**src/design/mul88_pkg.sv**
```systemverilog
// ====================================================================
// widths and vector types shared by the 88x88 multiply unit
// operands are 88 bits and the product is the full 176 bits
// the Karatsuba split is fixed at two levels (44 then 22 bits)
// ====================================================================
`default_nettype none

package mul88_pkg;

  // ==================================================================
  // widths
  // ==================================================================

  // one operand as seen at the unit boundary
  localparam int operand_w = 88;

  // first Karatsuba split of an operand
  localparam int half_w = operand_w / 2;

  // second Karatsuba split, used inside the 44x44 block only
  localparam int quarter_w = half_w / 2;

  // full double width product, nothing is truncated
  localparam int product_w = 2 * operand_w;

  // ==================================================================
  // types
  // ==================================================================

  // an operand, or the magnitude of a signed operand
  typedef logic [operand_w-1:0] operand_t;

  // one Karatsuba half of an operand
  typedef logic [half_w-1:0] half_t;

  // product of two halves, as returned by the 44x44 block
  typedef logic [2*half_w-1:0] half_product_t;

  // the complete 88x88 result
  typedef logic [product_w-1:0] product_t;

endpackage

`default_nettype wire

```
**src/design/mul_stage_if.sv**
```systemverilog
// ====================================================================
// request bundle between the operand stage and the product stage
// plain strobe protocol with no acknowledge, so the sink must take
// the request in the cycle that valid is high
// ====================================================================
`default_nettype none

interface mul_stage_if;
  import mul88_pkg::*;

  // one cycle strobe marking a request in flight
  logic valid;

  // unsigned magnitudes of the two operands
  operand_t a_mag;
  operand_t b_mag;

  // set when the magnitude product has to be negated
  logic neg;

  // the operand stage owns every signal and drives them from flops
  modport source (
    output valid,
    output a_mag,
    output b_mag,
    output neg
  );

  // the product stage only looks at the request
  modport sink (
    input valid,
    input a_mag,
    input b_mag,
    input neg
  );

endinterface

`default_nettype wire

```
**src/design/mul_operand_stage.sv**
```systemverilog
// ====================================================================
// first pipeline stage of the multiply unit
// a request is captured only on a start pulse, one per cycle at most
// signed operands leave this stage as magnitudes plus a negate flag
// ====================================================================
`default_nettype none

module mul_operand_stage (
  input  logic                clk,
  input  logic                arst_n,
  input  logic                start,
  input  logic                is_signed,
  input  mul88_pkg::operand_t a,
  input  mul88_pkg::operand_t b,
  mul_stage_if.source         req
);
  import mul88_pkg::*;

  // ==================================================================
  // sign handling
  // ==================================================================

  // operand sign bits count only for a signed request
  logic     a_sgn;
  logic     b_sgn;
  operand_t a_abs;
  operand_t b_abs;

  assign a_sgn = is_signed & a[operand_w-1];
  assign b_sgn = is_signed & b[operand_w-1];

  // two's complement absolute value
  // the most negative input comes out as 2**87, which is still a valid
  // unsigned 88-bit magnitude
  assign a_abs = a_sgn ? -a : a;
  assign b_abs = b_sgn ? -b : b;

  // ==================================================================
  // request registers
  // ==================================================================

  // valid follows start one edge later and is the only control flop
  always_ff @(posedge clk or negedge arst_n) begin
    if (!arst_n) begin
      req.valid <= 1'b0;
    end else begin
      req.valid <= start;
    end
  end

  // operand data only moves on a start, it is ignored while valid is low
  always_ff @(posedge clk) begin
    if (start) begin
      req.a_mag <= a_abs;
      req.b_mag <= b_abs;
      // product is negative when the operand signs differ
      req.neg   <= a_sgn ^ b_sgn;
    end
  end

endmodule

`default_nettype wire

```
**src/flat_wrapper.sv**
```systemverilog
// flat-port wrapper written by rule: the top's interface ports become plain ports
module mul_operand_stage_flat import mul88_pkg::*;
  (clk, arst_n, start, is_signed, a, b, req_valid, req_a_mag, req_b_mag, req_neg);
  mul_stage_if req_i ();
  input  logic clk;
  input  logic arst_n;
  input  logic start;
  input  logic is_signed;
  input  mul88_pkg::operand_t a;
  input  mul88_pkg::operand_t b;
  output wire logic [$bits(req_i.valid)-1:0] req_valid;
  output wire logic [$bits(req_i.a_mag)-1:0] req_a_mag;
  output wire logic [$bits(req_i.b_mag)-1:0] req_b_mag;
  output wire logic [$bits(req_i.neg)-1:0] req_neg;
  assign req_valid = req_i.valid;
  assign req_a_mag = req_i.a_mag;
  assign req_b_mag = req_i.b_mag;
  assign req_neg = req_i.neg;
  mul_operand_stage u_core (.clk(clk), .arst_n(arst_n), .start(start), .is_signed(is_signed), .a(a), .b(b), .req(req_i));
endmodule
```
**config.mk**
```make
export PLATFORM = sky130hd
export DESIGN_NAME = mul_operand_stage_flat
export DESIGN_NICKNAME = d
export VERILOG_FILES = /design/src/design/mul88_pkg.sv /design/src/design/mul_stage_if.sv /design/src/design/mul_operand_stage.sv /design/src/flat_wrapper.sv
export SDC_FILE = /design/constraint.sdc
export NUM_CORES = 1
export LEC_CHECK = 0
export ABC_AREA = 0
export BUFFER_PORTS_ARGS = -buffer_cell sky130_fd_sc_hd__buf_2
export CORE_ASPECT_RATIO = 1.25
export CORE_UTILIZATION = 45
export CTS_BUF_LIST = sky130_fd_sc_hd__clkbuf_16
export DETAILED_ROUTE_END_ITERATION = 6
export GPL_TIMING_DRIVEN = 1
export PLACE_DENSITY = 0.77
export SYNTH_ARGS = -nofsm -noshare
export SYNTH_HDL_FRONTEND = slang
export SYNTH_SLANG_ARGS = --single-unit
```
**constraint.sdc**
```tcl
create_clock -name clk -period 0.8 [get_ports clk]
set_input_delay 0.12 -clock clk [delete_from_list [all_inputs] [get_ports clk]]
set_output_delay 0.12 -clock clk [all_outputs]
set_load 0.05 [all_outputs]
```
==> impl_metrics.csv <==
group,metric,value,unit
floorplanning,pin_count,358,
grt,antenna_found_initial,5,
yosys,synth_cells,853,
grt,grt_usage,41.0,%
grt,grt_max_degree,32,
setup_path,critPathKind,"input port to flip-flop",
layout,layout_common_cells,"buf_4 (323), buf_6 (252), edfxtp_1 (177), buf_2 (167), xor2_1 (121)",
clocking,cts_sinks,178,
clocking,clk_pin_slew,0.07,ns
power,power_frac_clock,27.1,%
worst_hold_path,hp-start,"a[81]",
layout,utilization,91.0,%
route,drt_wl_total,54.5,mm
setup_path,cp-end-kind,"flip-flop",
grt,grt_pass1_vias,11800,
yosys,syn_area_per_cell,11.2,um^2
setup_path,critPathLaunch,"a[6]",
yosys,ys_types,42,
yosys,syn_area,9570,um^2
outcome,status,"complete, but fails checks",
sta,hold_viol,0,
route,postRouteAntennaNets,0,
power,p_leak,0.00798,uW
power,power_frac_comb,33.7,%
yosys,yosysTopAreaCell,"edfxtp_1",
layout,syn_to_final_growth,97.9,%
setup_path,crit_required,1.02,ns
yosys,ys_seq_area_share,55.8,%
sta,rsz0062_at_grt,"yes",
setup_path,critical_path_arrival,2.40,ns
power,swShare,36.4,%
placed_design,post-dp-hpwl,26.9,mm
placed_design,dp.cells,1802,
floorplanning,dieArea,21900,um^2
sta,period_share,272,%
layout,final_common_cell,"buf_4",
sta,finalWorstSetupSlack,-1.37,ns
layout,fin_nets,1799,
sta,timing.fmax,0.460,GHz
sta,max_slew_margin,58.5,%
grt,grt_pass1_wl,67.0,mm
clocking,clk_path_buf_depth,2,
placed_design,io_buffers,357,
yosys,syn_nets,1035,
clocking,h-tree-depth,4,
power,power_switching,11300,uW
placed_design,routabilityCongestion,0.967,
yosys,synth_warnings,0,
setup_path,crit_end,"u_core.req.a_mag[65]",
sta,worst_pin_slew,0.616,ns
power,power.density,1630,nW/um^2
floorplanning,core,20800,um^2
clocking,cts_tree,"yes",
layout,drive_above_1_share,65.1,%
floorplanning,core.rowCount,59,
route,first_pass_iters,6,
outcome,violations,"setup timing",
yosys,synth_top_area_share,55.5,%
layout,stdcell_count,1907,
clocking,root_buffer,"clkbuf_16",
power,power,30900,uW
layout,fill_cells,677,
floorplanning,die_h,165,um
setup_path,critPathLaunchType,"input port",
sta,final_max_slew_viol_count,0,
power,peakVddDrop,1.42,mV
worst_hold_path,min_path_type,"input port to flip-flop",
placed_design,dp_slack,-1.82,ns
setup_path,critical_path.max_fanout,6,
floorplanning,start_util,46.0,%
clocking,numCtsBuffers,17,
route,dr_total_vias,12200,
sta,setup_viol_count_final,349,
power,p_seq_share,39.2,%
yosys,yosys-top-cells-area,"edfxtp_1 (56%), xor2_1 (11%), xnor2_1 (4.3%)",
flow_run,max-cap-violations,0,
yosys,ys_seq_elements,178,
route,wl_per_cell,28.6,um
floorplanning,die_w,132,um
route,viasPerCell,6.42,
grt,grt.overflow.total,0,
route,dr.first_iter.drc_count,1662,
sta,min_period,2.17,ns
route,drcViolationCount,0,
power,p_int,19700,uW
==> critical path, cell delays in order <==
cell and delay [ns]:
buf_6 0.10, or4_4 0.58, buf_6 0.15, nor4_4 0.17, buf_4 0.18, nand3_4 0.15, nor4_4 0.30, buf_6 0.20
a31oi_4 0.10, xor2_1 0.33
==> how the worst min path moves through the flow <==
stage / to / slack (ns) / cells past startpoint
2_1_floorplan: u_core.req.valid / -0.18 / 0
3_3_place_gp: u_core.req.valid / -0.11 / 1
3_5_place_dp: u_core.req.valid / -0.10 / 1
4_1_cts: u_core.req.b_mag[13] / 0.005 / 2
5_1_grt: u_core.req.a_mag[81] / 0.02 / 2
6_report: u_core.req.a_mag[81] / 0.04 / 2
==> sequential cells by signal, summed over array words and instances (netlist names) <==
register,flops
u_core.req.valid,1
u_core.req.b_mag,88
u_core.req.a_mag,88
u_core.req.neg,1
==> layer usage <==
metal  GRT usage, %  share of wire [%]  up-vias
li1               -                  -     4745
met1           41.8                 29     5676
met2           74.6                 48     1317
met3           10.5                 11      498
met4           27.2                 11        4
met5              0              0.042        -
==> power groups by stage <==
| stage | Combinational (uW) | Clock [uW] | Sequential (uW) |
|---|---|---|---|
| final | 10400 | 8370 | 12100 |
| after global routing | 10600 | 8610 | 12200 |
| after CTS | 9530 | 8030 | 12000 |
| after detailed placement | 8100 | 0 | 11900 |
| after global placement | 7990 | 0 | 11900 |
| after floorplan | 1420 | 0 | 15300 |
==> synth_stat cells (all sizes together) <==
| cell | n |
|---|---|
| dfrtp | 1 |
| nand2 | 30 |
| a41oi | 3 |
| nand4b | 1 |
| a31oi | 24 |
| a21oi | 74 |
| clkbuf | 18 |
| nand3 | 14 |
| inv | 14 |
| or2 | 7 |
| or4b | 1 |
| nor3 | 47 |
| nor4bb | 1 |
| or4 | 18 |
| and2 | 3 |
| o41ai | 10 |
| nor4 | 36 |
| o31ai | 12 |
| xnor2 | 47 |
| or3 | 30 |
| o21ai | 21 |
| buf | 6 |
| nor2 | 103 |
| a21boi | 1 |
| o22ai | 1 |
| edfxtp | 177 |
| ha | 2 |
| nand3b | 4 |
| nor3b | 3 |
| nand4 | 6 |
| nor4b | 4 |
| and3 | 4 |
| nand2b | 6 |
| xor2 | 124 |
==> cell families (layout without fill, tap and decap cells) <==
family          Yosys count  in the layout  share of synthesized area [%]
xor+xnor                171            171                           15.6
buf+inv                  38            814                           1.52
other cells               0              4                              0
simple gates            318            318                           18.0
fa+ha+maj                 2              2                          0.261
compound gates          146            146                           8.81
flops                   178            178                           55.8
==> through the flow <==
step           area [um^2]  hold slack [ns]  setup TNS [ns]
2_1_floorplan        10600           -0.176         -188.11
3_3_place_gp         15200           -0.106         -243.09
3_5_place_dp         15200           -0.104         -248.53
4_1_cts              18000          0.00459         -209.09
5_1_grt              18900           0.0244         -246.26
6_report             18900           0.0362         -241.65
==> timing repair <==
item,in CTS,in global routing
gates cloned,1,0
pin swaps,65,81
buffers inserted,32,50
hold buffers,5,1
gates resized for setup,523,136
hold endpoints to repair,4,1
setup endpoints to repair,345,348
==> cell type report <==
cell class / count / area [um^2] / area share, %
repair buffers: 769 / 6570 / 34.7
multi-input cells: 637 / 6060 / 32.0
flip-flops and latches: 178 / 5340 / 28.2
clock buffers: 17 / 425 / 2.25
well taps: 274 / 343 / 1.81
clock inverters: 14 / 114 / 0.601
inverters: 14 / 85.1 / 0.449
diodes: 4 / 10.0 / 0.0528
Power figures use the tool's default switching activity.
